`src/rtl/decode_pkg.sv`:
```
// ----------------------------------------------------------------------
// decode_pkg
// Widths, encodings and the micro-op record shared by the RV32I
// instruction decode stage
// ----------------------------------------------------------------------
package decode_pkg;

        localparam int XLEN      = 32;
        localparam int ARF_IDX_W = 5;

        // major opcodes kept by this decoder
        typedef enum logic [6:0] {
                OP_LUI    = 7'b0110111,
                OP_AUIPC  = 7'b0010111,
                OP_BRANCH = 7'b1100011,
                OP_LOAD   = 7'b0000011,
                OP_STORE  = 7'b0100011,
                OP_IMM    = 7'b0010011,
                OP_REG    = 7'b0110011
        } opcode_e;

        // issue queue select
        typedef enum logic [1:0] {
                IQ_NONE = 2'd0,
                IQ_INT  = 2'd1,
                IQ_MEM  = 2'd2
        } iq_code_e;

        // functional unit select
        typedef enum logic [1:0] {
                FU_NONE = 2'd0,
                FU_ALU  = 2'd1,
                FU_BR   = 2'd2,
                FU_MEM  = 2'd3
        } fu_code_e;

        // one opcode space for alu, branch and memory units
        typedef enum logic [4:0] {
                EXEC_NONE = 5'd0,
                ALU_ADD,
                ALU_SUB,
                ALU_SLL,
                ALU_SLT,
                ALU_SLTU,
                ALU_XOR,
                ALU_SRL,
                ALU_SRA,
                ALU_OR,
                ALU_AND,
                BR_EQ,
                BR_NE,
                BR_LT,
                BR_GE,
                BR_LTU,
                BR_GEU,
                MEM_LD,
                MEM_LDU,
                MEM_ST
        } exec_op_e;

        // where an operand comes from at issue
        typedef enum logic [1:0] {
                RS_FROM_RF   = 2'd0,
                RS_FROM_ZERO = 2'd1,
                RS_FROM_PC   = 2'd2,
                RS_FROM_IMM  = 2'd3
        } rs_source_e;

        // encoded as funct3[1:0] of loads and stores
        typedef enum logic [1:0] {
                MEM_BYTE = 2'd0,
                MEM_HALF = 2'd1,
                MEM_WORD = 2'd2
        } mem_size_e;

        typedef enum logic [2:0] {
                IMM_NONE  = 3'd0,
                IMM_I     = 3'd1,
                IMM_S     = 3'd2,
                IMM_U     = 3'd3,
                IMM_SHAMT = 3'd4
        } imm_fmt_e;

        typedef struct packed {
                logic                 valid;
                logic [XLEN-1:0]      pc;
                iq_code_e             iq_code;
                fu_code_e             fu_code;
                exec_op_e             exec_op;
                logic [XLEN-1:0]      imm;
                rs_source_e           rs1_source;
                logic [ARF_IDX_W-1:0] rs1_idx;
                rs_source_e           rs2_source;
                logic [ARF_IDX_W-1:0] rs2_idx;
                logic [ARF_IDX_W-1:0] rd_idx;
                logic                 rd_valid;
                mem_size_e            mem_size;
        } micro_op_t;

endpackage

```
`src/rtl/imm_gen.sv`:
```
// ----------------------------------------------------------------------
// imm_gen
// Extracts and extends the immediate of an RV32I instruction
// ----------------------------------------------------------------------
module imm_gen (
        input  logic [decode_pkg::XLEN-1:0] inst,
        input  decode_pkg::imm_fmt_e        fmt,
        output logic [decode_pkg::XLEN-1:0] imm
);

        import decode_pkg::*;

        always_comb begin
                case (fmt)
                        IMM_I: begin
                                imm = {{(XLEN-12){inst[31]}}, inst[31:20]};
                        end
                        IMM_S: begin
                                imm = {{(XLEN-12){inst[31]}}, inst[31:25], inst[11:7]};
                        end
                        IMM_U: begin
                                imm = {inst[31:12], 12'b0};
                        end
                        // shift amount is never signed
                        IMM_SHAMT: begin
                                imm = {{(XLEN-5){1'b0}}, inst[24:20]};
                        end
                        default: begin
                                imm = '0;
                        end
                endcase
        end

endmodule

```
`src/rtl/uop_decode.sv`:
```
// ----------------------------------------------------------------------
// uop_decode
// Decodes one fetched RV32I instruction slot into a micro-op
// ----------------------------------------------------------------------
module uop_decode (
        input  logic [decode_pkg::XLEN-1:0] pc,
        input  logic [decode_pkg::XLEN-1:0] inst,
        input  logic                        valid,
        output decode_pkg::micro_op_t       uop
);

        import decode_pkg::*;

        opcode_e         opcode;
        logic [2:0]      funct3;
        imm_fmt_e        fmt;
        logic [XLEN-1:0] imm;
        micro_op_t       dec;
        logic            hit;

        // shared by the immediate and register alu forms
        function automatic exec_op_e alu_op(input logic [2:0] f3, input logic alt,
                                            input logic is_reg);
                case (f3)
                        3'b000:  alu_op = (alt && is_reg) ? ALU_SUB : ALU_ADD;
                        3'b001:  alu_op = ALU_SLL;
                        3'b010:  alu_op = ALU_SLT;
                        3'b011:  alu_op = ALU_SLTU;
                        3'b100:  alu_op = ALU_XOR;
                        3'b101:  alu_op = alt ? ALU_SRA : ALU_SRL;
                        3'b110:  alu_op = ALU_OR;
                        default: alu_op = ALU_AND;
                endcase
        endfunction

        assign opcode = opcode_e'(inst[6:0]);
        assign funct3 = inst[14:12];

        imm_gen u_imm_gen (
                .inst (inst),
                .fmt  (fmt),
                .imm  (imm)
        );

        always_comb begin
                dec = '0;
                fmt = IMM_NONE;
                hit = 1'b1;
                case (opcode)
                        OP_LUI, OP_AUIPC: begin
                                dec.iq_code    = IQ_INT;
                                dec.fu_code    = FU_ALU;
                                dec.exec_op    = ALU_ADD;
                                dec.rs1_source = (opcode == OP_LUI) ? RS_FROM_ZERO : RS_FROM_PC;
                                dec.rs2_source = RS_FROM_IMM;
                                dec.rd_idx     = inst[11:7];
                                dec.rd_valid   = 1'b1;
                                fmt            = IMM_U;
                        end
                        OP_BRANCH: begin
                                dec.iq_code    = IQ_INT;
                                dec.fu_code    = FU_BR;
                                dec.rs1_source = RS_FROM_RF;
                                dec.rs1_idx    = inst[19:15];
                                dec.rs2_source = RS_FROM_RF;
                                dec.rs2_idx    = inst[24:20];
                                case (funct3)
                                        3'b000:  dec.exec_op = BR_EQ;
                                        3'b001:  dec.exec_op = BR_NE;
                                        3'b100:  dec.exec_op = BR_LT;
                                        3'b101:  dec.exec_op = BR_GE;
                                        3'b110:  dec.exec_op = BR_LTU;
                                        3'b111:  dec.exec_op = BR_GEU;
                                        default: hit = 1'b0;
                                endcase
                        end
                        OP_LOAD: begin
                                dec.iq_code    = IQ_MEM;
                                dec.fu_code    = FU_MEM;
                                dec.exec_op    = funct3[2] ? MEM_LDU : MEM_LD;
                                dec.mem_size   = mem_size_e'(funct3[1:0]);
                                dec.rs1_source = RS_FROM_RF;
                                dec.rs1_idx    = inst[19:15];
                                dec.rs2_source = RS_FROM_IMM;
                                dec.rd_idx     = inst[11:7];
                                dec.rd_valid   = 1'b1;
                                fmt            = IMM_I;
                                // lb lh lw lbu lhu only
                                hit            = funct3 inside {3'b000, 3'b001, 3'b010,
                                                                3'b100, 3'b101};
                        end
                        OP_STORE: begin
                                dec.iq_code    = IQ_MEM;
                                dec.fu_code    = FU_MEM;
                                dec.exec_op    = MEM_ST;
                                dec.mem_size   = mem_size_e'(funct3[1:0]);
                                dec.rs1_source = RS_FROM_RF;
                                dec.rs1_idx    = inst[19:15];
                                dec.rs2_source = RS_FROM_RF;
                                dec.rs2_idx    = inst[24:20];
                                fmt            = IMM_S;
                                hit            = funct3 inside {3'b000, 3'b001, 3'b010};
                        end
                        OP_IMM: begin
                                dec.iq_code    = IQ_INT;
                                dec.fu_code    = FU_ALU;
                                dec.exec_op    = alu_op(funct3, inst[30], 1'b0);
                                dec.rs1_source = RS_FROM_RF;
                                dec.rs1_idx    = inst[19:15];
                                dec.rs2_source = RS_FROM_IMM;
                                dec.rd_idx     = inst[11:7];
                                dec.rd_valid   = 1'b1;
                                // slli, srli and srai carry a shift amount
                                fmt            = (funct3[1:0] == 2'b01) ? IMM_SHAMT : IMM_I;
                        end
                        OP_REG: begin
                                dec.iq_code    = IQ_INT;
                                dec.fu_code    = FU_ALU;
                                dec.exec_op    = alu_op(funct3, inst[30], 1'b1);
                                dec.rs1_source = RS_FROM_RF;
                                dec.rs1_idx    = inst[19:15];
                                dec.rs2_source = RS_FROM_RF;
                                dec.rs2_idx    = inst[24:20];
                                dec.rd_idx     = inst[11:7];
                                dec.rd_valid   = 1'b1;
                        end
                        default: begin
                                hit = 1'b0;
                        end
                endcase
        end

        // empty slot or unknown encoding leaves the whole lane at zero
        always_comb begin
                uop = '0;
                if (valid && hit) begin
                        uop       = dec;
                        uop.valid = 1'b1;
                        uop.pc    = pc;
                        uop.imm   = imm;
                end
        end

endmodule

```
`src/rtl/inst_decode.sv`:
```
// ----------------------------------------------------------------------
// inst_decode
// Decode stage with one slot decoder per lane, registering the
// micro-ops and driving them out on flat per-lane vectors
// ----------------------------------------------------------------------
module inst_decode #(
        parameter int DECODE_WIDTH = 2
) (
        input  logic                                                 clock,
        input  logic                                                 rst_n,

        input  logic [DECODE_WIDTH*decode_pkg::XLEN-1:0]             fetch_pc,
        input  logic [DECODE_WIDTH*decode_pkg::XLEN-1:0]             fetch_inst,
        input  logic [DECODE_WIDTH-1:0]                              fetch_valid,

        output logic [DECODE_WIDTH-1:0]                              uop_valid,
        output logic [DECODE_WIDTH*decode_pkg::XLEN-1:0]             uop_pc,
        output logic [DECODE_WIDTH*$bits(decode_pkg::iq_code_e)-1:0] uop_iq_code,
        output logic [DECODE_WIDTH*$bits(decode_pkg::fu_code_e)-1:0] uop_fu_code,
        output logic [DECODE_WIDTH*$bits(decode_pkg::exec_op_e)-1:0] uop_exec_op,
        output logic [DECODE_WIDTH*decode_pkg::XLEN-1:0]             uop_imm,
        output logic [DECODE_WIDTH*$bits(decode_pkg::rs_source_e)-1:0] uop_rs1_source,
        output logic [DECODE_WIDTH*decode_pkg::ARF_IDX_W-1:0]        uop_rs1_idx,
        output logic [DECODE_WIDTH*$bits(decode_pkg::rs_source_e)-1:0] uop_rs2_source,
        output logic [DECODE_WIDTH*decode_pkg::ARF_IDX_W-1:0]        uop_rs2_idx,
        output logic [DECODE_WIDTH*decode_pkg::ARF_IDX_W-1:0]        uop_rd_idx,
        output logic [DECODE_WIDTH-1:0]                              uop_rd_valid,
        output logic [DECODE_WIDTH*$bits(decode_pkg::mem_size_e)-1:0] uop_mem_size
);

        import decode_pkg::*;

        localparam int IQ_W   = $bits(iq_code_e);
        localparam int FU_W   = $bits(fu_code_e);
        localparam int EXEC_W = $bits(exec_op_e);
        localparam int SRC_W  = $bits(rs_source_e);
        localparam int SIZE_W = $bits(mem_size_e);

        micro_op_t [DECODE_WIDTH-1:0] uop_d;
        micro_op_t [DECODE_WIDTH-1:0] uop_q;

        genvar i;
        generate
                for (i = 0; i < DECODE_WIDTH; i++) begin : g_lane
                        uop_decode u_uop_decode (
                                .pc    (fetch_pc[i*XLEN +: XLEN]),
                                .inst  (fetch_inst[i*XLEN +: XLEN]),
                                .valid (fetch_valid[i]),
                                .uop   (uop_d[i])
                        );

                        // unpack the registered record onto the lane slices
                        assign uop_valid[i]                       = uop_q[i].valid;
                        assign uop_pc[i*XLEN +: XLEN]             = uop_q[i].pc;
                        assign uop_iq_code[i*IQ_W +: IQ_W]        = uop_q[i].iq_code;
                        assign uop_fu_code[i*FU_W +: FU_W]        = uop_q[i].fu_code;
                        assign uop_exec_op[i*EXEC_W +: EXEC_W]    = uop_q[i].exec_op;
                        assign uop_imm[i*XLEN +: XLEN]            = uop_q[i].imm;
                        assign uop_rs1_source[i*SRC_W +: SRC_W]   = uop_q[i].rs1_source;
                        assign uop_rs1_idx[i*ARF_IDX_W +: ARF_IDX_W] = uop_q[i].rs1_idx;
                        assign uop_rs2_source[i*SRC_W +: SRC_W]   = uop_q[i].rs2_source;
                        assign uop_rs2_idx[i*ARF_IDX_W +: ARF_IDX_W] = uop_q[i].rs2_idx;
                        assign uop_rd_idx[i*ARF_IDX_W +: ARF_IDX_W]  = uop_q[i].rd_idx;
                        assign uop_rd_valid[i]                    = uop_q[i].rd_valid;
                        assign uop_mem_size[i*SIZE_W +: SIZE_W]   = uop_q[i].mem_size;
                end
        endgenerate

        // decode pipeline register takes a new bundle every cycle
        always_ff @(posedge clock or negedge rst_n) begin
                if (!rst_n) begin
                        uop_q <= '0;
                end else begin
                        uop_q <= uop_d;
                end
        end

endmodule

```
`config.mk`:
```
export PLATFORM = sky130hd
export DESIGN_NAME = inst_decode
export DESIGN_NICKNAME = d
export VERILOG_FILES = /design/src/rtl/decode_pkg.sv /design/src/rtl/imm_gen.sv /design/src/rtl/uop_decode.sv /design/src/rtl/inst_decode.sv
export SDC_FILE = /design/constraint.sdc
export NUM_CORES = 1
export LEC_CHECK = 0
export BUFFER_PORTS_ARGS = -buffer_cell sky130_fd_sc_hd__buf_2
export CORE_ASPECT_RATIO = 0.9
export CORE_MARGIN = 5
export CORE_UTILIZATION = 30
export CTS_CLUSTER_SIZE = 8
export DETAILED_ROUTE_END_ITERATION = 6
export PLACE_DENSITY = 0.61
export SKIP_LAST_GASP = 1
export SLEW_MARGIN = 40
export SYNTH_ARGS = -nofsm -noshare
export SYNTH_HDL_FRONTEND = slang
export SYNTH_SLANG_ARGS = --single-unit
export TNS_END_PERCENT = 1
```
`constraint.sdc`:
```
create_clock -name clock -period 1 [get_ports clock]
set_input_delay 0.3 -clock clock [delete_from_list [all_inputs] [get_ports clock]]
set_output_delay 0.3 -clock clock [all_outputs]
set_load 0.005 [all_outputs]
```
==> run metrics <==
worst rel slew slack=66.3%; initial DRC count=324; Syn Inst Count=605; #FFs+latches synth=190; Die ar.=0.0268 mm²; first-pass GRT wire length=34.8 mm; Final #Nets=1133; status=finished, violations left; synthesized net count=737; Async SR Flop Fraction=100%; Setup Fix Bufs, Post-CTS=0; core box area=0.0233 mm²; Initial Utilization=30.4%; violated checks=setup timing; commonest non-fill, non-tap cells in the layout=316 x buf_2, 190 x dfrtp_1, 94 x and2_1; worst hold margin=0.0787 ns; Port Buffers=323; Layout area overhead=47.9%; Max Slew Vio Count=0; RSZ-0062 raised after global routing=yes; commonest non-fill, non-tap cell in the layout=buf_2; clock slew at reported path FFs=0.08 ns; fraction of final layout cells sized beyond drive strength 1=46.4%; Synthesis Warnings=0; Worst Path Arrival=1.59 ns; pwr/cell area=1490 mW/mm²; Die Wd=172 µm; gr busiest metal=met2; largest net degree at the start of global routing=56; register area share after synthesis=67.1%; met2 GRT Util=26.4%; Vias/cell=4.61; worst min path class=input port to flip-flop; fin area=0.0105 mm²; CTS buffer count=17; Max Freq=789 MHz; DRT Pass-1 Iters=5; number of synthesized flops with an enable pin=0; CP Launch Type=input port; count of final setup violators=382; FILL cells=2238; Num Clock Sinks=190; remaining routing DRC violations=0; Critical Path Sink Type=flip-flop; final worst path period share=127%; Hold Path Stages=2; vias in the first global route=6007; GR Overflow Total=0; top_reg_cell synth=dfrtp_1; TNS Setup=-68.66 ns; met3 usage=4.56%; endpoints failing hold=0; Clk Tree Root Cell=clkbuf_16; worst slew pin tran=0.501 ns; worst path required time=1.33 ns; diode count=0; DP Area=0.00968 mm²; I/O pins=324; Avg WL per Cell=17.7 µm; dpl ws=-0.802 ns; final worst path period need=1.27 ns; Crit Path Max Fanout=20; Final Routed Wirelength=23.3 mm; routability cong.=0.874; Max-cap violations=0; vias post-DR=6070; All-Layer GR Usage=16.7%; Synth cell types=52; row cnt=53; Max IR drop VDD=0.00104 V; GR Layer Usage met1=22.8%; initial antenna violation count=2; Final Util=44.9%; critical path type=input port to flip-flop; leak pwr=5.82 nW; Die H=156 µm; Worst Slack Setup Final=-0.268 ns; H-Tree Depth=4; Final ANT Viol Nets=0; Max Root-Sink Buffers=2; post-DP HPWL=18.1 mm; CTS tree=yes; Synth Area per Inst=11.7 µm²; Netlist Area Pre-Place=0.00709 mm²
-- cells by family after synthesis --
logic type / Yosys count / share of synthesized area, %
AOI/OAI and AO/OA: 101 / 8.17
buffers and inverters: 46 / 3.16
DFF: 190 / 67.1
muxes: 3 / 0.441
and+or+nand+nor: 265 / 21.1
-- per-layer routing --
metal	vias to the layer above	share of wire (%)
met2	269	47
met5	-	0.082
met1	2973	42
met3	26	9.0
met4	4	1.8
li1	2798	-
-- critical path: stages --
cell and delay [ns]:
buf_2 0.13, buf_4 0.13, nor2_1 0.05, o21ai_0 0.41, nand3_1 0.13, buf_4 0.24
a21oi_1 0.20
-- per-stage QoR --
step / power, mW / instances
CTS: 15.8 / 1313
detailed placement: 9.01 / 1280
finish: 15.7 / 1316
floorplan: 8.18 / 605
global route: 16.3 / 1316
global placement: 9.01 / 1280
-- layout make-up --
cell class,count,area (µm²),area share [%]
tap,302,378,3.60
sequential,190,4750,45.4
clock buffer,18,429,4.09
inverter,8,40.0,0.382
clock inverter,14,163,1.55
timing repair buffer,415,2510,24.0
multi-input combinational,369,2200,21.0
-- state kept, by name, indices dropped and copies added (netlist names) --
register,flops
uop_valid,2
uop_pc,64
uop_exec_op,10
uop_iq_code,4
uop_rs1_idx,10
uop_rs1_source,4
uop_rs2_source,2
uop_rs2_idx,10
uop_imm,64
uop_fu_code,4
uop_mem_size,4
uop_rd_valid,2
uop_rd_idx,10
-- final timing paths --
| check | startpoint | to | slack [ns] |
|---|---|---|---|
| min | fetch_pc[59] | uop_pc[59]$_DFF_PN0_ | 0.08 |
| max in group asynchronous | rst_n | uop_pc[49]$_DFF_PN0_ | 0.23 |
| max | fetch_inst[45] | uop_imm[52]$_DFF_PN0_ | -0.27 |
| min in group asynchronous | rst_n | uop_imm[0]$_DFF_PN0_ | 0.46 |
-- report_power, final --
group	leakage (nW)	internal [mW]	switching, mW
Clock	0.289	3.40	3.35
Combinational	2.88	0.559	0.642
Sequential	2.65	7.70	0.00789
-- cells in the mapped netlist (2+ instances only) --
cell       count  area (µm²)
nand2b_1       2        12.5
and4bb_2       2        25.0
a21oi_1       64         320
and2_1        95         594
or4_1          2        15.0
nand2_1       54         203
dfrtp_1      190        4750
a22oi_1        6        45.0
nor2_1        35         131
and3_1        24         150
o21bai_1       2        15.0
nand3_1       11        55.1
clkbuf_2       4        20.0
o21ai_0       16        80.1
inv_1          5        18.8
nand3b_1       2        15.0
nor3_2         2        20.0
buf_4          7        52.6
buf_2          8        40.0
nor3_1         8        40.0
nor4_1         2        12.5
mux2i_1        2        20.0
clkbuf_1      18        67.6
a2111oi_0      2        17.5
nor2b_1       15        93.8
-- repair_timing --
| item | CTS | global route |
|---|---|---|
| endpoints found under the hold margin | 143 | 0 |
| gates resized for setup | 6 | 32 |
| pin swaps | 5 | 6 |
| hold buffers | 1 | 0 |
| setup endpoints to repair | 380 | 382 |
| gates cloned | 0 | 3 |
Power figures use the tool's default switching activity.
